==> src/hdl/vector_iir_pkg.sv <==
/*
 * Shared constants and types for the vector IIR filter.
 * Import inside module bodies, or use scoped names in module headers.
 */
package vector_iir_pkg;

  //////////////////////////////////////////////////
  // Settings bus addresses
  //////////////////////////////////////////////////
  localparam logic [7:0] SR_VECTOR_LEN = 8'd129;
  localparam logic [7:0] SR_ALPHA      = 8'd130;
  localparam logic [7:0] SR_BETA       = 8'd131;

  // Vector length and history depth
  localparam int MAX_LOG2_OF_SIZE = 11;
  localparam int HIST_DEPTH       = 1 << MAX_LOG2_OF_SIZE;

  // Sample and coefficient widths, Q1.15 coefficients
  localparam int SAMPLE_W  = 32;
  localparam int IQ_W      = 16;
  localparam int COEF_W    = 16;
  localparam int COEF_FRAC = 15;

  // Two products summed need one extra bit
  localparam int ACC_W = IQ_W + COEF_W + 1;

  // Values loaded at reset
  localparam logic [MAX_LOG2_OF_SIZE-1:0] DEFAULT_VECTOR_LEN = 11'd1;
  localparam logic [COEF_W-1:0]           DEFAULT_ALPHA      = 16'h0000;
  localparam logic [COEF_W-1:0]           DEFAULT_BETA       = 16'h7FFF;

  // Control FSM state encoding
  localparam logic ST_FIRST_PASS = 1'b0;
  localparam logic ST_STEADY     = 1'b1;

  // One stream word, seen raw or as an I/Q pair (I in the upper half)
  typedef union packed {
    logic [SAMPLE_W-1:0] raw;
    struct packed {
      logic signed [IQ_W-1:0] i;
      logic signed [IQ_W-1:0] q;
    } iq;
  } sample_t;

endpackage
==> src/hdl/iir_cfg_if.sv <==
/*
 * Live filter configuration, driven by the settings registers
 * and read by the counter, the control FSM and the datapath.
 */
`timescale 1ns/1ps

interface iir_cfg_if;
  import vector_iir_pkg::*;

  logic [MAX_LOG2_OF_SIZE-1:0] vector_len;
  logic [COEF_W-1:0]           alpha;
  logic [COEF_W-1:0]           beta;
  // Pulse in the cycle a new length becomes visible
  logic                        len_changed;

  modport settings_regs (
    output vector_len, alpha, beta, len_changed
  );

  modport consumer (
    input vector_len, alpha, beta, len_changed
  );

endinterface

==> src/hdl/iir_datapath.sv <==
/*
 * Stream handshake and the filter arithmetic, per I/Q half:
 * y = sat16((alpha*y_prev + beta*x) >>> 15), registered once.
 */
`timescale 1ns/1ps

module iir_datapath (
  input  logic i_ce_clk,
  input  logic i_rst_n,
  input  logic [vector_iir_pkg::SAMPLE_W-1:0] i_tdata,
  input  logic i_tvalid,
  output logic o_tready_in,
  output logic [vector_iir_pkg::SAMPLE_W-1:0] o_tdata,
  output logic o_tlast,
  output logic o_tvalid,
  input  logic i_tready_out,
  iir_cfg_if.consumer cfg,
  input  logic i_use_history,
  input  vector_iir_pkg::sample_t i_history,
  input  logic i_last,
  output logic o_beat,
  output vector_iir_pkg::sample_t o_result
);
  import vector_iir_pkg::*;

  sample_t x_in;
  sample_t hist_term;
  sample_t result;
  sample_t out_data;
  logic    out_valid;
  logic    out_last;
  logic    in_fire;

  // Multiply-accumulate, floor shift and saturation for one half
  function automatic logic [IQ_W-1:0] mac_sat(
    input logic signed [COEF_W-1:0] a,
    input logic signed [IQ_W-1:0]   h,
    input logic signed [COEF_W-1:0] b,
    input logic signed [IQ_W-1:0]   x
  );
    logic signed [ACC_W-1:0]           acc;
    logic signed [ACC_W-COEF_FRAC-1:0] shifted;
    acc     = a * h + b * x;
    // Dropping the low bits rounds toward minus infinity
    shifted = acc[ACC_W-1:COEF_FRAC];
    if (shifted[ACC_W-COEF_FRAC-1:IQ_W-1] == '0 ||
        shifted[ACC_W-COEF_FRAC-1:IQ_W-1] == '1) begin
      return shifted[IQ_W-1:0];
    end else if (shifted[ACC_W-COEF_FRAC-1]) begin
      return {1'b1, {(IQ_W-1){1'b0}}};
    end else begin
      return {1'b0, {(IQ_W-1){1'b1}}};
    end
  endfunction

  //////////////////////////////////////////////////
  // Handshake, one output register
  //////////////////////////////////////////////////
  assign o_tready_in = !out_valid || i_tready_out;
  assign in_fire     = i_tvalid && o_tready_in;
  assign o_beat      = in_fire;

  always_comb begin
    x_in.raw      = i_tdata;
    // Zero history on the first pass
    hist_term.raw = i_use_history ? i_history.raw : '0;
    result.iq.i   = mac_sat(cfg.alpha, hist_term.iq.i, cfg.beta, x_in.iq.i);
    result.iq.q   = mac_sat(cfg.alpha, hist_term.iq.q, cfg.beta, x_in.iq.q);
  end

  assign o_result = result;

  always_ff @(posedge i_ce_clk or negedge i_rst_n) begin
    if (!i_rst_n) begin
      out_valid <= 1'b0;
      out_last  <= 1'b0;
    end else if (in_fire) begin
      out_valid <= 1'b1;
      out_last  <= i_last;
    end else if (i_tready_out) begin
      out_valid <= 1'b0;
    end
  end

  always_ff @(posedge i_ce_clk) begin
    if (in_fire) begin
      out_data <= result;
    end
  end

  assign o_tdata  = out_data.raw;
  assign o_tlast  = out_last;
  assign o_tvalid = out_valid;

endmodule

==> src/flat_wrapper.sv <==
// flat-port wrapper written by rule: the top's interface ports become plain ports
module iir_datapath_flat import vector_iir_pkg::*;
  (i_ce_clk, i_rst_n, i_tdata, i_tvalid, o_tready_in, o_tdata, o_tlast, o_tvalid, i_tready_out, i_use_history, i_history, i_last, o_beat, o_result, cfg_vector_len, cfg_alpha, cfg_beta, cfg_len_changed);
  iir_cfg_if cfg_i ();
  input  logic i_ce_clk;
  input  logic i_rst_n;
  input  logic [vector_iir_pkg::SAMPLE_W-1:0] i_tdata;
  input  logic i_tvalid;
  output logic o_tready_in;
  output logic [vector_iir_pkg::SAMPLE_W-1:0] o_tdata;
  output logic o_tlast;
  output logic o_tvalid;
  input  logic i_tready_out;
  input  logic i_use_history;
  input  vector_iir_pkg::sample_t i_history;
  input  logic i_last;
  output logic o_beat;
  output vector_iir_pkg::sample_t o_result;
  input wire logic [$bits(cfg_i.vector_len)-1:0] cfg_vector_len;
  input wire logic [$bits(cfg_i.alpha)-1:0] cfg_alpha;
  input wire logic [$bits(cfg_i.beta)-1:0] cfg_beta;
  input wire logic [$bits(cfg_i.len_changed)-1:0] cfg_len_changed;
  assign cfg_i.vector_len = cfg_vector_len;
  assign cfg_i.alpha = cfg_alpha;
  assign cfg_i.beta = cfg_beta;
  assign cfg_i.len_changed = cfg_len_changed;
  iir_datapath u_core (.i_ce_clk(i_ce_clk), .i_rst_n(i_rst_n), .i_tdata(i_tdata), .i_tvalid(i_tvalid), .o_tready_in(o_tready_in), .o_tdata(o_tdata), .o_tlast(o_tlast), .o_tvalid(o_tvalid), .i_tready_out(i_tready_out), .cfg(cfg_i), .i_use_history(i_use_history), .i_history(i_history), .i_last(i_last), .o_beat(o_beat), .o_result(o_result));
endmodule
==> config.mk <==
export PLATFORM = sky130hd
export DESIGN_NAME = iir_datapath_flat
export DESIGN_NICKNAME = d
export VERILOG_FILES = /design/src/hdl/vector_iir_pkg.sv /design/src/hdl/iir_cfg_if.sv /design/src/hdl/iir_datapath.sv /design/src/flat_wrapper.sv
export SDC_FILE = /design/constraint.sdc
export NUM_CORES = 2
export LEC_CHECK = 0
export ABC_AREA = 1
export BUFFER_PORTS_ARGS = -buffer_cell sky130_fd_sc_hd__buf_4
export CAP_MARGIN = 5
export CORE_ASPECT_RATIO = 1.75
export CORE_MARGIN = 1.5
export CORE_UTILIZATION = 45
export DETAILED_ROUTE_END_ITERATION = 8
export PLACE_DENSITY_LB_ADDON = 0.15
export SETUP_SLACK_MARGIN = 0.2
export SYNTH_ARGS = -nofsm -noshare
export SYNTH_HDL_FRONTEND = slang
export SYNTH_SLANG_ARGS = --single-unit
==> constraint.sdc <==
create_clock -name i_ce_clk -period 20.7 [get_ports i_ce_clk]
set_input_delay 4.14 -clock i_ce_clk [delete_from_list [all_inputs] [get_ports i_ce_clk]]
set_output_delay 4.14 -clock i_ce_clk [all_outputs]
set_load 0.03 [all_outputs]
==> impl_results.md <==
* Post-synthesis sequential area ratio at 2.23%
* DP HPWL at 111 mm
* Run status: finished, final reports clean
* Final period util at 82.7%
* Max-cap viol count at 0
* Layout cells sized above 1 at 3.64%
* Vias in the first global route at 40239
* Hold Fails Final Rpt at 0
* Worst-Skew Late Latency at 340 ps
* Pre-CTS setup slack at 3610 ps
* Synth Area in Compound Gates at 5.22%
* Hold Path Class: reg2reg
* Chip width at 243 um
* FFs w/ async S/R, synth at 5.88%
* CTS resizes at 0
* Yosys warns at 0
* Netlist cell types at 46
* Clock skew at 20.3 ps
* EDFF count, synth at 32
* Critical path's largest stage delay at 560 ps
* Clock Path Buffers at 2
* Syn Nets at 7399
* Largest net degree at the start of global routing at 35
* Die area at 0.103 mm2
* Setup TNS Final at 0 ps
* Metal2 WL at 71.6 mm
* Mapped Area at 0.0453 mm2
* Largest family of logic cells by synthesized area: adder cells
* Worst Setup Start Kind: input pin
* # DRC at 0
* Core area at 0.0995 mm2
* Most common cell in the netlist: inv_1
* Site row count at 153
* Starting DRT DRC Count at 1594
* RSZ-0062 raised after global routing: no
* CTS Root Cell: clkbuf_16
* Top post-synthesis cells by area: fa_1 (46%), inv_1 (14%), ha_1 (11%), nand2_1 (11%), nor2_1 (3.9%)
* IO Port Bufs at 169
* Clock Sinks at 34
* Mux share of post-synthesis cell area at 0%
* Area grow syn2layout at 5.17%
* Crit path kind: in2out
* Layout Nets at 7395
* CP Buf/Inv Count at 8
* CP dominant cell by count: nand2_1
* Synth top area share at 46.3%
* Ys flop type: edfxtp_1
* Hold-fix buffers, CTS at 0
* Placer Congestion at 0.913
* Area leader, netlist: fa_1
* Cell family with most CP delay: adder cells
* CP max-delay cell: fa_1
* Post-Synth XOR/XNOR Area at 3.00%
* Slew of the pin with the lowest slew margin at 1060 ps
* IO Count at 182
* Num CTS Buffers at 5
* First-pass GRT wire length at 210 mm
* M1 wire length at 46.4 mm
* DR WL/cell at 18.1 um
* CP Max Fanout at 15
* Initial DRT Pass Iterations at 7
* CP arrival at 12980 ps
* Critical Path RT at 16560 ps
* Final wirelength at 129 mm
* Post-CTS setup repair buffer count at 0
* Clock slew seen by the registers of the worst setup and hold paths at 90 ps
* Achievable Freq at 0.0584 GHz
* Syn_area_per_cell at 7.75 um2
* Clock period minus worst slack at 17120 ps
* Hold_ws at 487 ps
* Tot GR Track Use at 26.3%
* Max-slew violation count at 0
* Synth Area in Simple Gates at 17.0%
* Final setup fails at 0
* Slew HR at 29.0%
* CTS tree: yes
* Synth Instances at 5847
* Die height at 423 um
* Synth Area in Adders at 57.1%
* DR WL met3 at 3.86 mm
* Flops & latches, synth at 34
* DR vias/cell at 5.07
* Initial Utilization at 45.5%
* Synth cell count leaders: inv_1 (1658), nand2_1 (1289), fa_1 (1048)
* Via count at 36328
* CTS H-tree depth at 2
* CP endpoint kind: primary output
* Setup WS post-layout at 3580 ps
* DR top layer: met5
* Initial antenna violation count at 2
* Antenna viol nets, final at 0
* Total gr overflow at 0
## worst reg2reg max path, cell delays in order, from the launching register on
cell and delay (ps):
dfrtp_1 380, nand2_1 100, nand2_1 260, inv_2 210
buf_4 540
## state kept, by name (all words and copies together), names as in the netlist
signal,count
u_core.o_tvalid,1
u_core.o_tlast,1
u_core.o_tdata,32
## per-layer routing
layer | vias to the layer above | global-route usage, %
li1 | 16840 | -
met1 | 18315 | 28.4
met4 | 2 | 13.1
met3 | 283 | 1.45
met2 | 888 | 51.2
met5 | - | 0
## cells by family after synthesis
kind of cell,count (synthesis)
buffers and inverters,1856
adders and majority gates,1438
DFF,34
and+or+nand+nor,1950
xor gates and xnor gates,155
AOI/OAI and AO/OA,414
## worst paths after layout
path | start | end | slack (ps) | cells after the start
max in group asynchronous | i_rst_n | u_core.o_tlast | 17060 | 1
setup / recovery | cfg_alpha[15] | o_result[22] | 3580 | 34
setup reg to reg | u_core.o_tvalid | u_core.o_tdata[15] | 18780 | 4
min in group asynchronous | i_rst_n | u_core.o_tvalid | 3560 | 1
hold reg to reg | u_core.o_tlast | u_core.o_tlast | 490 | 2
hold / removal | u_core.o_tlast | u_core.o_tlast | 490 | 2
## cells in the final DEF, fill, tap and decap left out, types with 3 or more instances in the layout
master	n
nand3b_1	4
nand2_1	1289
and3_1	3
edfxtp_1	32
a21o_1	32
o21ai_0	111
ha_1	390
a31oi_1	13
o221ai_1	3
buf_4	174
nor3_1	29
nor2_1	473
xnor2_1	65
clkbuf_16	5
o221a_2	3
a21oi_1	187
xor2_1	90
nand2_4	5
o21ai_1	4
nand4_1	25
inv_1	1657
o21bai_1	28
o21a_1	10
nand3_1	85
o211ai_1	5
and2_1	3
clkinv_1	14
a21boi_0	7
nor4_1	12
fa_1	1048
a221oi_1	4
nand2_2	14
## through the flow
step	cells	util [%]	cell area, um2
floorplan	5847	-	45300
global placement	7153	47.7	47500
detailed placement	7153	47.7	47500
CTS	7161	47.9	47600
global route	7162	47.9	47600
finish	7162	47.9	47600
## layout make-up
| type | count | area (um2) |
|---|---|---|
| sequential | 34 | 1010 |
| clock inverter | 2 | 8.76 |
| timing repair buffer | 174 | 1310 |
| multi-input combinational | 3957 | 37300 |
| tap | 1317 | 1650 |
| clock buffer | 6 | 129 |
| fill | 10253 | 51900 |
| inverter | 1671 | 6270 |
| antenna | 1 | 2.50 |
Power is not shown: default switching activity piles up to over one toggle a cycle in this logic, so the estimate is an artifact.
