File: src/hdl/vector_iir_pkg.sv
/*
 * Shared constants and types for the vector IIR filter.
 * Import inside module bodies, or use scoped names in module headers.
 */
package vector_iir_pkg;

  //////////////////////////////////////////////////
  // Settings bus addresses
  //////////////////////////////////////////////////
  localparam logic [7:0] SR_VECTOR_LEN = 8'd129;
  localparam logic [7:0] SR_ALPHA      = 8'd130;
  localparam logic [7:0] SR_BETA       = 8'd131;

  // Vector length and history depth
  localparam int MAX_LOG2_OF_SIZE = 11;
  localparam int HIST_DEPTH       = 1 << MAX_LOG2_OF_SIZE;

  // Sample and coefficient widths, Q1.15 coefficients
  localparam int SAMPLE_W  = 32;
  localparam int IQ_W      = 16;
  localparam int COEF_W    = 16;
  localparam int COEF_FRAC = 15;

  // Two products summed need one extra bit
  localparam int ACC_W = IQ_W + COEF_W + 1;

  // Values loaded at reset
  localparam logic [MAX_LOG2_OF_SIZE-1:0] DEFAULT_VECTOR_LEN = 11'd1;
  localparam logic [COEF_W-1:0]           DEFAULT_ALPHA      = 16'h0000;
  localparam logic [COEF_W-1:0]           DEFAULT_BETA       = 16'h7FFF;

  // Control FSM state encoding
  localparam logic ST_FIRST_PASS = 1'b0;
  localparam logic ST_STEADY     = 1'b1;

  // One stream word, seen raw or as an I/Q pair (I in the upper half)
  typedef union packed {
    logic [SAMPLE_W-1:0] raw;
    struct packed {
      logic signed [IQ_W-1:0] i;
      logic signed [IQ_W-1:0] q;
    } iq;
  } sample_t;

endpackage
File: src/hdl/iir_cfg_if.sv
/*
 * Live filter configuration, driven by the settings registers
 * and read by the counter, the control FSM and the datapath.
 */
`timescale 1ns/1ps

interface iir_cfg_if;
  import vector_iir_pkg::*;

  logic [MAX_LOG2_OF_SIZE-1:0] vector_len;
  logic [COEF_W-1:0]           alpha;
  logic [COEF_W-1:0]           beta;
  // Pulse in the cycle a new length becomes visible
  logic                        len_changed;

  modport settings_regs (
    output vector_len, alpha, beta, len_changed
  );

  modport consumer (
    input vector_len, alpha, beta, len_changed
  );

endinterface

File: src/hdl/vector_index_counter.sv
/*
 * Element position inside the current vector, with a flag on
 * the last element. Restart takes priority over advance.
 */
`timescale 1ns/1ps

module vector_index_counter (
  input  logic i_ce_clk,
  input  logic i_rst_n,
  input  logic i_advance,
  input  logic i_restart,
  iir_cfg_if.consumer cfg,
  output logic [vector_iir_pkg::MAX_LOG2_OF_SIZE-1:0] o_index,
  output logic o_last
);
  import vector_iir_pkg::*;

  assign o_last = (o_index == cfg.vector_len - 1'b1);

  always_ff @(posedge i_ce_clk or negedge i_rst_n) begin
    if (!i_rst_n) begin
      o_index <= '0;
    end else if (i_restart) begin
      o_index <= '0;
    end else if (i_advance) begin
      // Wrap at the end of the vector
      o_index <= o_last ? '0 : o_index + 1'b1;
    end
  end

endmodule

File: src/flat_wrapper.sv
// flat-port wrapper written by rule: the top's interface ports become plain ports
module vector_index_counter_flat import vector_iir_pkg::*;
  (i_ce_clk, i_rst_n, i_advance, i_restart, o_index, o_last, cfg_vector_len, cfg_alpha, cfg_beta, cfg_len_changed);
  iir_cfg_if cfg_i ();
  input  logic i_ce_clk;
  input  logic i_rst_n;
  input  logic i_advance;
  input  logic i_restart;
  output logic [vector_iir_pkg::MAX_LOG2_OF_SIZE-1:0] o_index;
  output logic o_last;
  input wire logic [$bits(cfg_i.vector_len)-1:0] cfg_vector_len;
  input wire logic [$bits(cfg_i.alpha)-1:0] cfg_alpha;
  input wire logic [$bits(cfg_i.beta)-1:0] cfg_beta;
  input wire logic [$bits(cfg_i.len_changed)-1:0] cfg_len_changed;
  assign cfg_i.vector_len = cfg_vector_len;
  assign cfg_i.alpha = cfg_alpha;
  assign cfg_i.beta = cfg_beta;
  assign cfg_i.len_changed = cfg_len_changed;
  vector_index_counter u_core (.i_ce_clk(i_ce_clk), .i_rst_n(i_rst_n), .i_advance(i_advance), .i_restart(i_restart), .cfg(cfg_i), .o_index(o_index), .o_last(o_last));
endmodule
File: config.mk
export PLATFORM = sky130hd
export DESIGN_NAME = vector_index_counter_flat
export DESIGN_NICKNAME = d
export VERILOG_FILES = /design/src/hdl/vector_iir_pkg.sv /design/src/hdl/iir_cfg_if.sv /design/src/hdl/vector_index_counter.sv /design/src/flat_wrapper.sv
export SDC_FILE = /design/constraint.sdc
export NUM_CORES = 1
export LEC_CHECK = 0
export ABC_CLOCK_PERIOD_IN_PS = 2900
export BUFFER_PORTS_ARGS = -buffer_cell sky130_fd_sc_hd__buf_4
export CAP_MARGIN = 20
export CORE_MARGIN = 5
export CORE_UTILIZATION = 45
export CTS_CLUSTER_DIAMETER = 50
export CTS_CLUSTER_SIZE = 40
export DETAILED_ROUTE_END_ITERATION = 16
export HOLD_SLACK_MARGIN = 0.05
export PLACE_DENSITY = 0.78
export SYNTH_ARGS = -nofsm -noshare
export SYNTH_HDL_FRONTEND = slang
export SYNTH_SLANG_ARGS = --single-unit
File: constraint.sdc
create_clock -name i_ce_clk -period 2.9 [get_ports i_ce_clk]
set_clock_uncertainty 0.1 [all_clocks]
set_input_delay 0.145 -clock i_ce_clk [delete_from_list [all_inputs] [get_ports i_ce_clk]]
set_output_delay 0.145 -clock i_ce_clk [all_outputs]
set_load 0.01 [all_outputs]
==> results of run 1 <==
-- cell families after synthesis --
kind of cell               after synthesis  share of synthesized area
DFF                                     11                     0.2402
buffers and inverters                   10                    0.03275
and+or+nand+nor                         76                     0.3930
adders and majority gates                2                    0.02183
AOI/OAI and AO/OA                       36                     0.2205
xor gates and xnor gates                12                    0.09170
-- worst max-delay path, stage by stage --
cell and delay (ns):
buf_4 0.13, inv_1 0.05, ha_1 0.16, or4b_4 0.48, or3_4 0.40, a2111oi_4 0.41
o2111ai_2 0.21, nor2_1 0.17, buf_4 0.14
-- per-stage QoR --
| step | setup slack [ns] | std cells | util | power, mW |
|---|---|---|---|---|
| 2_1_floorplan | 0.5377 | 147 | - | 0.2147 |
| 3_3_place_gp | 0.4051 | 197 | 0.5540 | 0.2490 |
| 3_5_place_dp | 0.3575 | 197 | 0.5540 | 0.2530 |
| 4_1_cts | 0.3750 | 202 | 0.5688 | 0.3586 |
| 5_1_grt | 0.2758 | 202 | 0.5688 | 0.3771 |
| 6_report | 0.3424 | 202 | 0.5688 | 0.3557 |
-- final timing paths --
check	from	end	depth (start not counted)
max reg2reg	u_core.o_index[5]$_DFFE_PN0P_	u_core.o_index[10]$_DFFE_PN0P_	6
max in group asynchronous	i_rst_n	u_core.o_index[1]$_DFFE_PN0P_	2
min	i_restart	u_core.o_index[4]$_DFFE_PN0P_	2
max	cfg_vector_len[0]	o_last	9
min reg2reg	u_core.o_index[10]$_DFFE_PN0P_	u_core.o_index[10]$_DFFE_PN0P_	2
min in group asynchronous	i_rst_n	u_core.o_index[0]$_DFFE_PN0P_	2
-- what timing repair did --
item                      in CTS  in global routing
hold endpoints to repair      11                  0
buffers inserted               0                  0
hold buffers                   1                  0
-- cell type report --
cell class / instances / area [µm²]
inverters: 3 / 11.26
flip-flops and latches: 11 / 275.3
clock buffers: 4 / 26.28
multi-input cells: 126 / 833.3
well taps: 30 / 37.54
repair buffers: 28 / 212.7
fillers: 225 / 1059
-- power breakdown --
| group | internal (mW) | switching [mW] |
|---|---|---|
| Sequential | 0.155 | 0.00423 |
| Clock | 0.0531 | 0.0505 |
| Combinational | 0.0423 | 0.0501 |
| Total | 0.251 | 0.105 |
-- metal layers --
layer | GRT usage | share of wire | up-vias
li1 | - | - | 599
met1 | 0.2257 | 0.45 | 578
met2 | 0.3164 | 0.50 | 36
met3 | 0.02340 | 0.052 | 2
met4 | 0.06502 | 0.0038 | 0
met5 | 0 | 0 | -
-- cells in the mapped netlist, drive strengths merged --
| library cell | n |
|---|---|
| nor2 | 15 |
| nand2b | 12 |
| dfrtp | 11 |
| o21ai | 10 |
| o22ai | 10 |
| nor3 | 8 |
| xnor2 | 8 |
| clkbuf | 7 |
| nand2 | 6 |
| nand3 | 6 |
| a21oi | 4 |
| a31oi | 4 |
| and3 | 4 |
| nand4 | 4 |
| nor4b | 4 |
| xor2 | 4 |
| inv | 3 |
| nor2b | 3 |
| and2b | 2 |
| and3b | 2 |
| ha | 2 |
| nor3b | 2 |
| o211ai | 2 |
| or3 | 2 |
| a2111oi | 1 |
| a221o | 1 |
| a311o | 1 |
| and2 | 1 |
| and4 | 1 |
| nor4 | 1 |
| o2111ai | 1 |
| o211a | 1 |
| o21bai | 1 |
| or2 | 1 |
| or4 | 1 |
| or4b | 1 |
==> out/metrics.cfg, run 1 <==
[synth]
synthTopCellsByArea=dfrtp_1 (24%), nand2b_1 (6.6%), xnor2_1 (6.1%)
yosys_warnings=0
synth_nets=197
synth_area_um2=1146
yosysSeqAreaShare=0.2402
yosysTopAreaCell=dfrtp_1
synthCells=147
synth_top_area_frac=0.2402
yosysUniqueCellTypes=40
syn_avg_cell_area_um2=7.797
synth_seq_cells=11

[placed_design]
gp_congestion=0.8321
dpl-instance-area_um2=1360
hpwl_um=2321
port_buffers=26

[final_layout]
areaGrowthSynthToFinish_pct=21.83
fin_nets=223
n_antenna_cell=0
final_common_cell=buf_4
final_cell_mix=buf_4 (27), nor2_1 (15), nand2b_1 (12), dfrtp_1 (11), o22ai_1 (10)
top_register=u_core.o_index
final_area_um2=1396
reg.largest.list=u_core.o_index x11
drive_above_1_share=0.2267
largest_reg_flops=11

[floorplanning]
rows=18
pin_count=60
die_area_um2=3656
fp.dieH_um=60.47
initial_utilization=0.4669
core_um2=2455
die_width_um=60.47

[critical_path]
r2r_slack_ns=0.68
arrival_ns=2.31
setup.worst_path.class=in -> out
crit_path_start_kind=input pin
cp_data_required_time_ns=2.65
crit_fanout=4
cp-end-kind=primary output

[clocking]
numCtsBuffers=3
cts_buffer_depth=2
postCtsResizedCells=0
root_buffer=clkbuf_4
cts_max_level=1
cts_tree=built
clk_latency_ns=0.26
clock-sinks=11
clkTransAtPathRegs_ns=0.07

[detailed_routing]
routedWlPerCell_um=15.54
vias=1215
ant_nets=0
firstDrtPassIters=4
wirelength_um=3140
drc_errors=0
vias_per_cell=6.015
dr.first_iter.drc_count=55

[timing]
finalMaxSlewViolations=0
worst_pin_slew_ns=0.7297
tns_ns=0
slew_headroom=0.5125
timing.fmax_mhz=391.0
rsz0062_at_grt=no
period_share=0.8819
finalHoldViolCount=0
fin_crit_ns=2.558
setup_viol=0
holdWs_ns=0.07387

[grt]
grt_pass1_vias=1169
grt-ovfl-total=0
grt_max_degree=23
grt_pass1_wl_um=5140
grt_util_all_layers=0.1801
antenna_found_initial=0

[power_and_ir_drop]
peakVddDrop_mv=0.1943
power.density_nw_per_um2=254.7
cellLeakagePower_nw=0.5818

[run_status]
status=finished, final reports clean

[worst_hold_path]
hold_class=in -> reg

[job]
max-cap-violations=0

(Power assumes the default switching activity.)
==> run 2, diff against run 1 <==
- ABC_CLOCK_PERIOD_IN_PS: 2900 -> 3000
- CORE_UTILIZATION: 45 -> 49
- PLACE_DENSITY: 0.78 -> 0.84
- clock period: 2.9 -> 3 ns (I/O delays scaled with it)
==> out/metrics.cfg, run 2 (synthesis results as in run 1) <==
[timing]
finalHoldViolCount=0
worst_pin_slew_ns=0.6564
slew_headroom=0.5591
finalMaxSlewViolations=0
fin_crit_ns=2.532
period_share=0.8441
rsz0062_at_grt=no
timing.fmax_mhz=394.9
setup_viol=0
tns_ns=0

[placed_design]
hpwl_um=2263
gp_congestion=0.8121
port_buffers=26
dpl-instance-area_um2=1358

[detailed_routing]
drc_errors=0
firstDrtPassIters=4
ant_nets=0
vias=1220
wirelength_um=2958
vias_per_cell=6.100
routedWlPerCell_um=14.79
dr.first_iter.drc_count=71

[final_layout]
reg.largest.list=u_core.o_index x11
n_antenna_cell=0
final_area_um2=1394
final_common_cell=buf_4
final_cell_mix=buf_4 (27), nor2_1 (15), nand2b_1 (12), dfrtp_1 (11), o22ai_1 (10)
fin_nets=223
areaGrowthSynthToFinish_pct=21.62
largest_reg_flops=11
top_register=u_core.o_index
drive_above_1_share=0.2267

[critical_path]
r2r_start=u_core.o_index[5]$_DFFE_PN0P_
worstPathCellList=buf_4 -> inv_1 -> ha_1 -> or4b_4 -> or3_4 -> a2111oi_4 -> o2111ai_2 -> nor2_1 -> buf_4
cp_data_required_time_ns=2.75
setup.worst_path.class=in -> out
cp_num_buf_inv=3
crit_path_start_kind=input pin
crit_path_frequent_cell=buf_4
crit_slowest_cell=or4b_4
critical-path-top-delay-family=simple AND/OR/NAND/NOR gates
cp-startpoint=cfg_vector_len[0]
max_stage_delay_ns=0.47
cp-end-kind=primary output
arrival_ns=2.28
crit_fanout=4

[floorplanning]
core_um2=2233
die_width_um=58.36
pin_count=60
initial_utilization=0.5132
fp.dieH_um=58.36
die_area_um2=3406
rows=17

[clocking]
hold_buffers=1
clkTransAtPathRegs_ns=0.07
cts_buffer_depth=2
cts_tree=built
post_cts_buffers=0
clock-sinks=11
numCtsBuffers=3
clk_latency_ns=0.27
cts_max_level=1
root_buffer=clkbuf_4
postCtsResizedCells=0

[worst_hold_path]
hold_class=in -> reg
hold_path_startpoint=i_restart

[power_and_ir_drop]
peakVddDrop_mv=0.2181
power.density_nw_per_um2=247.1
cellLeakagePower_nw=0.5818

[grt]
grt_util_all_layers=0.1858
grt_pass1_vias=1169
grt_max_degree=23
grt-ovfl-total=0
grt_pass1_wl_um=5023
antenna_found_initial=0

[job]
max-cap-violations=0

[run_status]
status=finished, final reports clean

## run 2: layout make-up
class,count,area [µm²]
timing repair buffer,28,212.7
multi-input combinational,126,833.3
inverter,3,11.26
fill,204,839.6
sequential,11,275.3
clock buffer,4,26.28
tap,28,35.03
## run 2: routing by layer
metal  track usage  wire, µm
met5             0         0
met4       0.09272        73
met3       0.01754       243
met2        0.3238      1446
met1        0.2264      1194
## run 2: stage by stage
stage | std cells | worst slack [ns] | hold slack (ns) | total power, mW | util
after global placement | 195 | 0.4787 | -0.1049 | 0.2407 | 0.6078
after CTS | 200 | 0.4661 | 0.05416 | 0.3481 | 0.6241
after detailed placement | 195 | 0.4404 | -0.1064 | 0.2447 | 0.6078
after global routing | 200 | 0.3842 | 0.07417 | 0.3638 | 0.6241
final | 200 | 0.4678 | 0.06425 | 0.3445 | 0.6241
after floorplan | 147 | 0.6327 | -0.2456 | 0.2075 | -
## run 2: power by group
group          switching (mW)  internal (mW)
clock                  0.0506         0.0515
combinational          0.0474         0.0407
sequential            0.00386          0.150
## run 2: worst paths after layout
kind                                            endpoint  slack, ns  cells after the start
setup / recovery                                  o_last       0.47                      9
hold / removal             u_core.o_index[1]$_DFFE_PN0P_       0.06                      2
setup reg to reg           u_core.o_index[9]$_DFFE_PN0P_       0.80                      6
hold reg to reg            u_core.o_index[1]$_DFFE_PN0P_       0.53                      2
max in group asynchronous  u_core.o_index[9]$_DFFE_PN0P_       2.50                      2
min in group asynchronous  u_core.o_index[2]$_DFFE_PN0P_       0.15                      2
