===== src/hdl/vector_iir_pkg.sv =====
/*
 * Shared constants and types for the vector IIR filter.
 * Import inside module bodies, or use scoped names in module headers.
 */
package vector_iir_pkg;

  //////////////////////////////////////////////////
  // Settings bus addresses
  //////////////////////////////////////////////////
  localparam logic [7:0] SR_VECTOR_LEN = 8'd129;
  localparam logic [7:0] SR_ALPHA      = 8'd130;
  localparam logic [7:0] SR_BETA       = 8'd131;

  // Vector length and history depth
  localparam int MAX_LOG2_OF_SIZE = 11;
  localparam int HIST_DEPTH       = 1 << MAX_LOG2_OF_SIZE;

  // Sample and coefficient widths, Q1.15 coefficients
  localparam int SAMPLE_W  = 32;
  localparam int IQ_W      = 16;
  localparam int COEF_W    = 16;
  localparam int COEF_FRAC = 15;

  // Two products summed need one extra bit
  localparam int ACC_W = IQ_W + COEF_W + 1;

  // Values loaded at reset
  localparam logic [MAX_LOG2_OF_SIZE-1:0] DEFAULT_VECTOR_LEN = 11'd1;
  localparam logic [COEF_W-1:0]           DEFAULT_ALPHA      = 16'h0000;
  localparam logic [COEF_W-1:0]           DEFAULT_BETA       = 16'h7FFF;

  // Control FSM state encoding
  localparam logic ST_FIRST_PASS = 1'b0;
  localparam logic ST_STEADY     = 1'b1;

  // One stream word, seen raw or as an I/Q pair (I in the upper half)
  typedef union packed {
    logic [SAMPLE_W-1:0] raw;
    struct packed {
      logic signed [IQ_W-1:0] i;
      logic signed [IQ_W-1:0] q;
    } iq;
  } sample_t;

endpackage

===== src/hdl/iir_cfg_if.sv =====
/*
 * Live filter configuration, driven by the settings registers
 * and read by the counter, the control FSM and the datapath.
 */
`timescale 1ns/1ps

interface iir_cfg_if;
  import vector_iir_pkg::*;

  logic [MAX_LOG2_OF_SIZE-1:0] vector_len;
  logic [COEF_W-1:0]           alpha;
  logic [COEF_W-1:0]           beta;
  // Pulse in the cycle a new length becomes visible
  logic                        len_changed;

  modport settings_regs (
    output vector_len, alpha, beta, len_changed
  );

  modport consumer (
    input vector_len, alpha, beta, len_changed
  );

endinterface


===== src/hdl/iir_settings_regs.sv =====
/*
 * Settings bus decoder. Holds vector length, alpha and beta and
 * pulses len_changed when a non-zero length is written.
 */
`timescale 1ns/1ps

module iir_settings_regs (
  input  logic       i_ce_clk,
  input  logic       i_rst_n,
  input  logic       i_set_stb,
  input  logic [7:0] i_set_addr,
  input  logic [31:0] i_set_data,
  iir_cfg_if.settings_regs cfg
);
  import vector_iir_pkg::*;

  logic [MAX_LOG2_OF_SIZE-1:0] new_len;

  // Length field of the bus word; zero means no change
  assign new_len = i_set_data[MAX_LOG2_OF_SIZE-1:0];

  always_ff @(posedge i_ce_clk or negedge i_rst_n) begin
    if (!i_rst_n) begin
      cfg.vector_len  <= DEFAULT_VECTOR_LEN;
      cfg.alpha       <= DEFAULT_ALPHA;
      cfg.beta        <= DEFAULT_BETA;
      cfg.len_changed <= 1'b0;
    end else begin
      cfg.len_changed <= 1'b0;
      if (i_set_stb) begin
        case (i_set_addr)
          SR_VECTOR_LEN: begin
            if (new_len != '0) begin
              cfg.vector_len  <= new_len;
              cfg.len_changed <= 1'b1;
            end
          end
          SR_ALPHA: cfg.alpha <= i_set_data[COEF_W-1:0];
          SR_BETA:  cfg.beta  <= i_set_data[COEF_W-1:0];
          default: ;
        endcase
      end
    end
  end

endmodule


===== src/flat_wrapper.sv =====
// flat-port wrapper written by rule: the top's interface ports become plain ports
module iir_settings_regs_flat import vector_iir_pkg::*;
  (i_ce_clk, i_rst_n, i_set_stb, i_set_addr, i_set_data, cfg_vector_len, cfg_alpha, cfg_beta, cfg_len_changed);
  iir_cfg_if cfg_i ();
  input  logic i_ce_clk;
  input  logic i_rst_n;
  input  logic i_set_stb;
  input  logic [7:0] i_set_addr;
  input  logic [31:0] i_set_data;
  output wire logic [$bits(cfg_i.vector_len)-1:0] cfg_vector_len;
  output wire logic [$bits(cfg_i.alpha)-1:0] cfg_alpha;
  output wire logic [$bits(cfg_i.beta)-1:0] cfg_beta;
  output wire logic [$bits(cfg_i.len_changed)-1:0] cfg_len_changed;
  assign cfg_vector_len = cfg_i.vector_len;
  assign cfg_alpha = cfg_i.alpha;
  assign cfg_beta = cfg_i.beta;
  assign cfg_len_changed = cfg_i.len_changed;
  iir_settings_regs u_core (.i_ce_clk(i_ce_clk), .i_rst_n(i_rst_n), .i_set_stb(i_set_stb), .i_set_addr(i_set_addr), .i_set_data(i_set_data), .cfg(cfg_i));
endmodule

===== config.mk =====
export PLATFORM = sky130hd
export DESIGN_NAME = iir_settings_regs_flat
export DESIGN_NICKNAME = d
export VERILOG_FILES = /design/src/hdl/vector_iir_pkg.sv /design/src/hdl/iir_cfg_if.sv /design/src/hdl/iir_settings_regs.sv /design/src/flat_wrapper.sv
export SDC_FILE = /design/constraint.sdc
export NUM_CORES = 1
export LEC_CHECK = 0
export ABC_AREA = 1
export BUFFER_PORTS_ARGS = -buffer_cell sky130_fd_sc_hd__buf_2
export CAP_MARGIN = 15
export CORE_UTILIZATION = 49
export CTS_CLUSTER_DIAMETER = 150
export CTS_CLUSTER_SIZE = 25
export DETAILED_ROUTE_END_ITERATION = 12
export PLACE_DENSITY_LB_ADDON = 0.1
export SYNTH_ARGS = -nofsm -noshare
export SYNTH_HDL_FRONTEND = slang
export SYNTH_SLANG_ARGS = --single-unit

===== constraint.sdc =====
create_clock -name i_ce_clk -period 1.4 [get_ports i_ce_clk]
set_input_delay 0.14 -clock i_ce_clk [delete_from_list [all_inputs] [get_ports i_ce_clk]]
set_output_delay 0.14 -clock i_ce_clk [all_outputs]
set_load 0.02 [all_outputs]

==> flow_metrics.tcl, run 1 <==
set metrics [dict create \
    slowest_delay_ps 550 \
    critPathKind "flop to primary output" \
    path_delay_family "flip-flops" \
    min-delay-start "i_set_data[13]" \
    grt_pass1_wl_mm 7.30 \
    fillers 317 \
    fin_setup_tns_ps 0 \
    hold_path.class "input pin to flop" \
    cp-end-kind "primary output" \
    r2r-start "u_core.cfg.beta[10]" \
    reg2regPathDepth 2 \
    peakVddDrop_mv 0.609 \
    crit_slowest_cell "dfstp_2" \
    antenna_found_initial 0 \
    syn_inst 212 \
    drive_gt1_share_pct 36.1 \
    portBuffers 70 \
    worstHoldEndpoint "u_core.cfg.beta[13]" \
    cts.htree.levels 2 \
    hold_viol 0 \
    fmax_mhz 882 \
    vias 1660 \
    wl_per_cell_um 12.7 \
    dr.pass1.iters 4 \
    cp.required_ps 1260 \
    setup_viol 0 \
    layout_common_cells "92 x nand2_1, 70 x buf_2, 42 x nand3_1, 28 x dfrtp_1, 16 x dfstp_2" \
    initial_utilization_pct 53.5 \
    die_x_um 63.5 \
    yosysSeqAreaShare_pct 60.4 \
    synthToLayoutAreaGrowth_pct 27.4 \
    wl_mm 4.23 \
    routed.top_layer "met4" \
    cp.arrival_ps 990 \
    wl_met1_mm 1.94 \
    antenna_cells 0 \
    syn_nets 255 \
    ctsLongestPathBuffers 2 \
    synth_cell_type_count 15 \
    ant_nets 0 \
    syn_area_um2 1860 \
    grt_usage_pct 23.4 \
    pwr-share-comb_pct 12.9 \
    rsz0062_at_grt "false" \
    core_um2 3470 \
    cts_tree "done" \
    yosysWarnings 0 \
    synth_seq_cells 44 \
    wl_met2_mm 1.95 \
    worst_slew_pin_slew_ps 383 \
    cts_setup_buffers 0 \
    slew_viol_final 0 \
    grt_max_degree 45 \
    status "completed" \
    clock_sinks 44 \
    r2r_slack_ps 620 \
    powerDensity_nw_per_um2 1030 \
    start_kind "flop" \
    drc 0 \
    clkLatencyLatePin_ps 290 \
    p_switching_uw 634 \
    die_h_um 63.5 \
    dieArea_um2 4040 \
    drv_cap 0 \
    layout_min_cycle_time_ps 1130 \
    gp_congestion 0.753 \
    syn_area_per_cell_um2 8.75 \
    p_int_mw 1.80 \
    grt_pass1_vias 1593 \
    holdPathStages 3 \
    viasPerCell 4.97 \
    nets 330 \
    pwr-share-seq_pct 56.5 \
    clk_pin_slew_ps 70 \
    clkPwrFrac_pct 30.6 \
    layout_commonest_cell "nand2_1" \
    crit_buf_inv 1 \
    num_rows 21 \
    crit_chain "buf_2" \
    dpl.hpwl_mm 3.05 \
    crit_fanout 2 \
    final.setup.worst_slack_ps 266 \
    worst_clock_skew_ps 0 \
    relSlewSlack_pct 74.4 \
    r2r_end "u_core.cfg.beta[10]" \
    finalCritPeriodShare_pct 81.0 \
    clockRootBuffer "clkbuf_8" \
    leakage_nw 1.40 \
    drt_iter0_drc 92 \
    netSwitchingFraction_pct 26.0 \
    grt_overflow 0 \
    cts_buffers 5 \
    dr_wl_met3_um 286 \
    post-place-ws_ps 182 \
    ioPinCount 87 \
]
[sequential cells by signal, indices dropped and copies added (netlist names)]
name and count:
u_core.cfg.vector_len 11, u_core.cfg.len_changed 1, u_core.cfg.alpha 16, u_core.cfg.beta 16
[stage by stage]
step / area, µm² / std cells / hold slack [ps] / util [%] / power, mW
floorplan: 1860 / 212 / -156 / - / 1.55
global route: 2360 / 334 / 94.4 / 68.1 / 2.56
finish: 2360 / 334 / 77.8 / 68.1 / 2.44
CTS: 2360 / 334 / 75.1 / 68.1 / 2.46
global placement: 2270 / 325 / 134 / 65.5 / 1.71
detailed placement: 2270 / 325 / 132 / 65.5 / 1.72
[layer usage]
layer | track usage, % | up-vias
met5 | 0 | -
met4 | 7.67 | 0
met3 | 4.89 | 7
met2 | 36.6 | 56
met1 | 32.3 | 778
li1 | - | 819
[tightest hold or removal path: stages]
cell	delay [ps]
buf_2	110
nand3_1	70
nand2_1	50
[power groups by stage]
stage / logic [mW] / clock network, mW / registers, mW
finish: 0.314 / 0.746 / 1.38
global route: 0.348 / 0.826 / 1.38
CTS: 0.318 / 0.762 / 1.38
detailed placement: 0.315 / 0 / 1.40
global placement: 0.311 / 0 / 1.40
floorplan: 0.0719 / 0 / 1.48
[how the worst max path moves through the flow]
stage / start / endpoint / slack [ps] / cells past startpoint
6_report: u_core.cfg.beta[8] / cfg_beta[8] / 270 / 1
5_1_grt: u_core.cfg.beta[8] / cfg_beta[8] / 240 / 1
4_1_cts: u_core.cfg.beta[10] / cfg_beta[10] / 260 / 1
3_5_place_dp: i_set_addr[4] / u_core.cfg.vector_len[7] / 180 / 7
3_3_place_gp: i_set_addr[4] / u_core.cfg.vector_len[2] / 210 / 7
2_1_floorplan: i_set_addr[7] / u_core.cfg.alpha[0] / 430 / 8
[layout make-up]
class / count / area [µm²] / share of cell area, %
Clock buffer: 7 / 76.3 / 3.23
Clock inverter: 1 / 5.00 / 0.212
Inverter: 7 / 26.3 / 1.11
Multi-Input combinational cell: 151 / 652 / 27.6
Sequential cell: 44 / 1120 / 47.4
Tap cell: 46 / 57.6 / 2.44
Timing Repair Buffer: 78 / 425 / 18.0
[cells in the mapped netlist]
master    count  area share, %
nor2_2        1           0.34
nand2_2       2           0.67
clkinv_1      1           0.20
dfrtp_1      28             38
nor3_2        1           0.54
inv_1         6            1.2
o21ai_0       2           0.54
and2_0        1           0.34
dfstp_2      16             23
nor2_1        9            1.8
buf_2         8            2.2
nand3_1      42             11
nor2_4        1           0.61
nand2_1      92             19
buf_6         2            1.2
[kinds of logic (layout without fill, tap and decap cells)]
logic type / after synthesis / after routing / share of synthesized area (%)
flip-flops: 44 / 44 / 60.4
AO/OA/AOI/OAI: 2 / 2 / 0.539
AND/OR/NAND/NOR: 149 / 149 / 34.3
buffers and inverters: 17 / 93 / 4.79
[what timing repair did]
| action | in CTS | in global routing |
|---|---|---|
| hold buffers | 1 | 0 |
| hold endpoints to repair | 28 | 0 |
| gates resized for setup | 0 | 0 |
| endpoints found under the setup margin | 0 | 0 |
Note: power is estimated with default switching activity, not from simulation.
==> run 2: changes to the inputs <==
- CORE_UTILIZATION: 49 -> 41
- clock period: 1.4 -> 1 ns (I/O delays scaled with it)
==> flow_metrics.tcl, run 2 (synthesis gave the netlist of run 1 again) <==
set metrics [dict create \
    status "finished with violations" \
    violations "setup timing" \
    clk_pin_slew_ps 90 \
    grt_overflow 0 \
    drt_iter0_drc 131 \
    top_regs "u_core.cfg.alpha x16, u_core.cfg.beta x16, u_core.cfg.vector_len x11" \
    worst_clock_skew_ps 0 \
    path_delay_family "flip-flops" \
    r2r_slack_ps 100 \
    slew_viol_final 0 \
    r2r-start "u_core.cfg.beta[4]" \
    drive_gt1_share_pct 40.9 \
    slowest_delay_ps 570 \
    clkPwrFrac_pct 36.2 \
    pwr-share-comb_pct 13.7 \
    setup_viol 16 \
    hold_ws_ps 30.7 \
    drv_cap 0 \
    worstHoldEndpoint "u_core.cfg.beta[14]" \
    dpl_cell_area_um2 2380 \
    clockRootBuffer "clkbuf_8" \
    fin_setup_tns_ps -914 \
    path_depth 1 \
    finalCritPeriodShare_pct 108 \
    design_area_um2 2660 \
    leakage_nw 1.52 \
    final.setup.worst_slack_ps -79.0 \
    crit_chain "buf_6" \
    pwr-share-seq_pct 50.1 \
    wl_mm 4.66 \
    dr.pass1.iters 4 \
    finalPower_mw 3.86 \
    synthToLayoutAreaGrowth_pct 43.1 \
    clock_sinks 44 \
    worst_slew_pin_slew_ps 351 \
    wl_per_cell_um 12.9 \
    layout_min_cycle_time_ps 1080 \
    powerDensity_nw_per_um2 1460 \
    reg2regPathDepth 4 \
    die_x_um 69.3 \
    crit_slowest_cell "dfstp_2" \
    cts_buffers 5 \
    ioPinCount 87 \
    rsz0062_at_grt "true" \
    cp-end-kind "primary output" \
    ant_nets 0 \
    final_core_util_pct 61.0 \
    crit_fanout 2 \
    initial_utilization_pct 42.6 \
    grt_usage_pct 20.8 \
    netSwitchingFraction_pct 25.8 \
    fillers 388 \
    grt_max_degree 45 \
    cp.required_ps 900 \
    start_kind "flop" \
    r2r_end "u_core.cfg.beta[4]" \
    dieArea_um2 4800 \
    ctsLongestPathBuffers 2 \
    core_um2 4350 \
    cts.htree.levels 2 \
    cp-startpoint "u_core.cfg.beta[10]" \
    clkLatencyLatePin_ps 290 \
    cts_tree "done" \
    num_rows 24 \
    peakVddDrop_mv 0.881 \
    crit_buf_inv 1 \
    dpl.hpwl_mm 3.34 \
    drc 0 \
    vias 1693 \
    portBuffers 70 \
    relSlewSlack_pct 76.5 \
    nets 350 \
    hold_viol 0 \
    layout_common_cells "92 x nand2_1, 54 x buf_2, 42 x nand3_1, 28 x dfrtp_1, 26 x buf_4" \
    antenna_found_initial 0 \
    antenna_cells 0 \
    grt_pass1_wl_mm 8.00 \
    hold_path.class "input pin to flop" \
    viasPerCell 4.70 \
    holdPathStages 3 \
    die_h_um 69.3 \
    p_switching_uw 996 \
    critPathKind "flop to primary output" \
    gp_congestion 0.804 \
    grt_pass1_vias 1700 \
    cp.arrival_ps 980 \
    min-delay-start "i_set_data[14]" \
    p_int_mw 2.87 \
    layout_commonest_cell "nand2_1" \
    fmax_mhz 927 \
]
## run 2: cell types whose count changed in the layout (fill, tap and decap cells not counted), sizes merged
cell | before | now
buf | 77 | 97
clkinvlp | 0 | 1
clkbuf | 7 | 5
clkinv | 2 | 1
inv | 6 | 7
bufinv | 0 | 1
## run 2: cell type report
class                      count  area (µm²)  share of cell area (%)
sequential                    44        1120                    42.2
tap                           52        65.1                    2.45
inverter                       7        26.3                   0.990
timing repair buffer          98         676                    25.4
clock inverter                 3        46.3                    1.74
clock buffer                   5        68.8                    2.59
multi-input combinational    151         652                    24.6
## run 2: routing by layer
metal	part of all wire, %	vias up	track usage (%)
met5	0	-	0
met4	0.45	0	4.08
li1	-	858	-
met2	46	55	32.7
met3	5.0	2	5.09
met1	49	778	29.5
## run 2: stage by stage
step	setup slack [ps]	cells
global placement	-89.8	345
global route	-101	360
finish	-79.0	360
floorplan	74.0	212
detailed placement	-143	345
CTS	-87.2	359
## run 2: power by group through the flow
stage | Combinational, mW | Clock [mW] | Sequential [mW]
2_1_floorplan | 0.101 | 0 | 2.07
4_1_cts | 0.534 | 1.42 | 1.94
3_3_place_gp | 0.473 | 0 | 1.96
3_5_place_dp | 0.480 | 0 | 1.96
6_report | 0.529 | 1.40 | 1.94
5_1_grt | 0.580 | 1.49 | 1.95
## run 2: repair_timing
action	in CTS	in global routing
hold buffers	1	0
endpoints found under the hold margin	28	0
resized for setup	32	0
setup endpoints to repair	16	16
buffers inserted	5	1
## run 2: worst max-delay path by stage
stage                                 to  slack, ps
floorplan            u_core.cfg.alpha[0]         70
global placement    u_core.cfg.alpha[10]        -90
detailed placement   u_core.cfg.beta[10]       -140
CTS                         cfg_beta[10]        -90
global route                 cfg_beta[2]       -100
finish                      cfg_beta[10]        -80
## run 2: tightest hold or removal path: stages
cell,delay (ps)
buf_2,110
nand3_1,70
nand2_1,50
==> run 3: changes to the inputs <==
- HOLD_SLACK_MARGIN: default -> 0.08
==> flow_metrics.tcl, run 3 (synthesis gave the netlist of run 1 again) <==
set metrics [dict create \
    drv_cap 0 \
    num_rows 24 \
    regArea_um2 1120 \
    grt_pass1_wl_mm 8.31 \
    initial_utilization_pct 42.6 \
    final.setup.worst_slack_ps -75.9 \
    hold_path.class "input pin to flop" \
    crit_fanout 2 \
    synthToLayoutAreaGrowth_pct 47.3 \
    top_regs "u_core.cfg.alpha x16, u_core.cfg.beta x16, u_core.cfg.vector_len x11" \
    relSlewSlack_pct 76.2 \
    cts_buffers 5 \
    wl_met2_mm 2.28 \
    ctsLongestPathBuffers 2 \
    die_h_um 69.3 \
    grt_usage_pct 21.6 \
    die_x_um 69.3 \
    ant_nets 0 \
    rsz0062_at_grt "true" \
    post-place-ws_ps -143 \
    fin_setup_tns_ps -868 \
    layout_min_cycle_time_ps 1080 \
    crit_slowest_cell "dfstp_2" \
    grt_overflow 0 \
    layout_commonest_cell "nand2_1" \
    wl_per_cell_um 13.2 \
    antenna_found_initial 0 \
    crit_buf_inv 1 \
    setup_viol 16 \
    nets 358 \
    finalPower_mw 3.88 \
    core_um2 4350 \
    routed.top_layer "met4" \
    layout_common_cells "92 x nand2_1, 54 x buf_2, 42 x nand3_1, 28 x dfrtp_1, 27 x buf_4" \
    drc 0 \
    path_delay_family "flip-flops" \
    cp-end-kind "primary output" \
    leakage_nw 1.56 \
    dr_wl_met3_um 225 \
    dieArea_um2 4800 \
    cts.htree.levels 2 \
    viasPerCell 4.73 \
    critPathKind "flop to primary output" \
    drt_iter0_drc 112 \
    cp.required_ps 900 \
    fmax_mhz 929 \
    peakVddDrop_mv 0.870 \
    clk_pin_slew_ps 90 \
    cts_tree "done" \
    antenna_cells 0 \
    finalCritPeriodShare_pct 108 \
    fillers 379 \
    crit_chain "buf_6" \
    clockRootBuffer "clkbuf_8" \
    violations "setup timing" \
    dr.pass1.iters 4 \
    design_area_um2 2730 \
    powerDensity_nw_per_um2 1420 \
    finalNonFillerCells 368 \
    dpl_cell_area_um2 2380 \
    dpl.hpwl_mm 3.34 \
    worst_clock_skew_ps 0 \
    drive_gt1_share_pct 40.2 \
    gp_congestion 0.804 \
    status "finished with violations" \
    slew_viol_final 0 \
    vias 1741 \
    hold_viol 0 \
    portBuffers 70 \
    clock_sinks 44 \
    placed_cells 345 \
    start_kind "flop" \
    wl_met1_mm 2.31 \
    grt_pass1_vias 1728 \
    multi_input_area_um2 652 \
    slowest_delay_ps 560 \
    wl_mm 4.87 \
    worst_slew_pin_slew_ps 355 \
    cp.arrival_ps 980 \
    grt_max_degree 45 \
    ioPinCount 87 \
    clkLatencyLatePin_ps 290 \
]
==> run 3: cell types whose count changed in the layout (fill, tap and decap cells not counted) <==
cell / delta
dlygate4sd3_1: +7
buf_4: +1
==> run 3: cell type report <==
cell class	count	share of cell area, %
flip-flops and latches	44	41.0
repair buffers	106	27.6
multi-input cells	151	23.9
clock buffers	5	2.52
well taps	52	2.38
clock inverters	3	1.69
inverters	7	0.962
==> run 3: power breakdown <==
part / switching (mW) / internal [mW] / leakage [nW]
logic: 0.308 / 0.248 / 0.953
clock network: 0.635 / 0.753 / 0.0548
registers: 0.0497 / 1.89 / 0.552
==> run 3: timing repair <==
item	in CTS	in global routing
hold buffers	8	0
setup endpoints to repair	16	16
resized for setup	32	0
buffers inserted	5	2
endpoints found under the hold margin	56	0
==> run 3: metrics by stage <==
step	hold slack [ps]	utilization (%)
floorplan	-196	-
global placement	95.7	54.8
detailed placement	96.8	54.8
CTS	95.7	62.4
global route	98.0	62.8
finish	106	62.8
==> run 3: worst paths after layout <==
kind	end	cells past startpoint	slack, ps	startpoint
max	cfg_beta[10]	1	-80	u_core.cfg.beta[10]
min	u_core.cfg.alpha[4]	3	110	i_set_data[4]
max reg2reg	u_core.cfg.beta[5]	4	80	u_core.cfg.beta[5]
min reg2reg	u_core.cfg.alpha[8]	2	470	u_core.cfg.alpha[8]
max in group asynchronous	u_core.cfg.vector_len[0]	3	420	i_rst_n
min in group asynchronous	u_core.cfg.vector_len[6]	3	300	i_rst_n
==> run 3: metal layers <==
| metal | up-vias | track usage [%] |
|---|---|---|
| met2 | 56 | 33.1 |
| met3 | 4 | 5.09 |
| met4 | 0 | 4.76 |
| met1 | 806 | 31.1 |
| li1 | 875 | - |
| met5 | - | 0 |
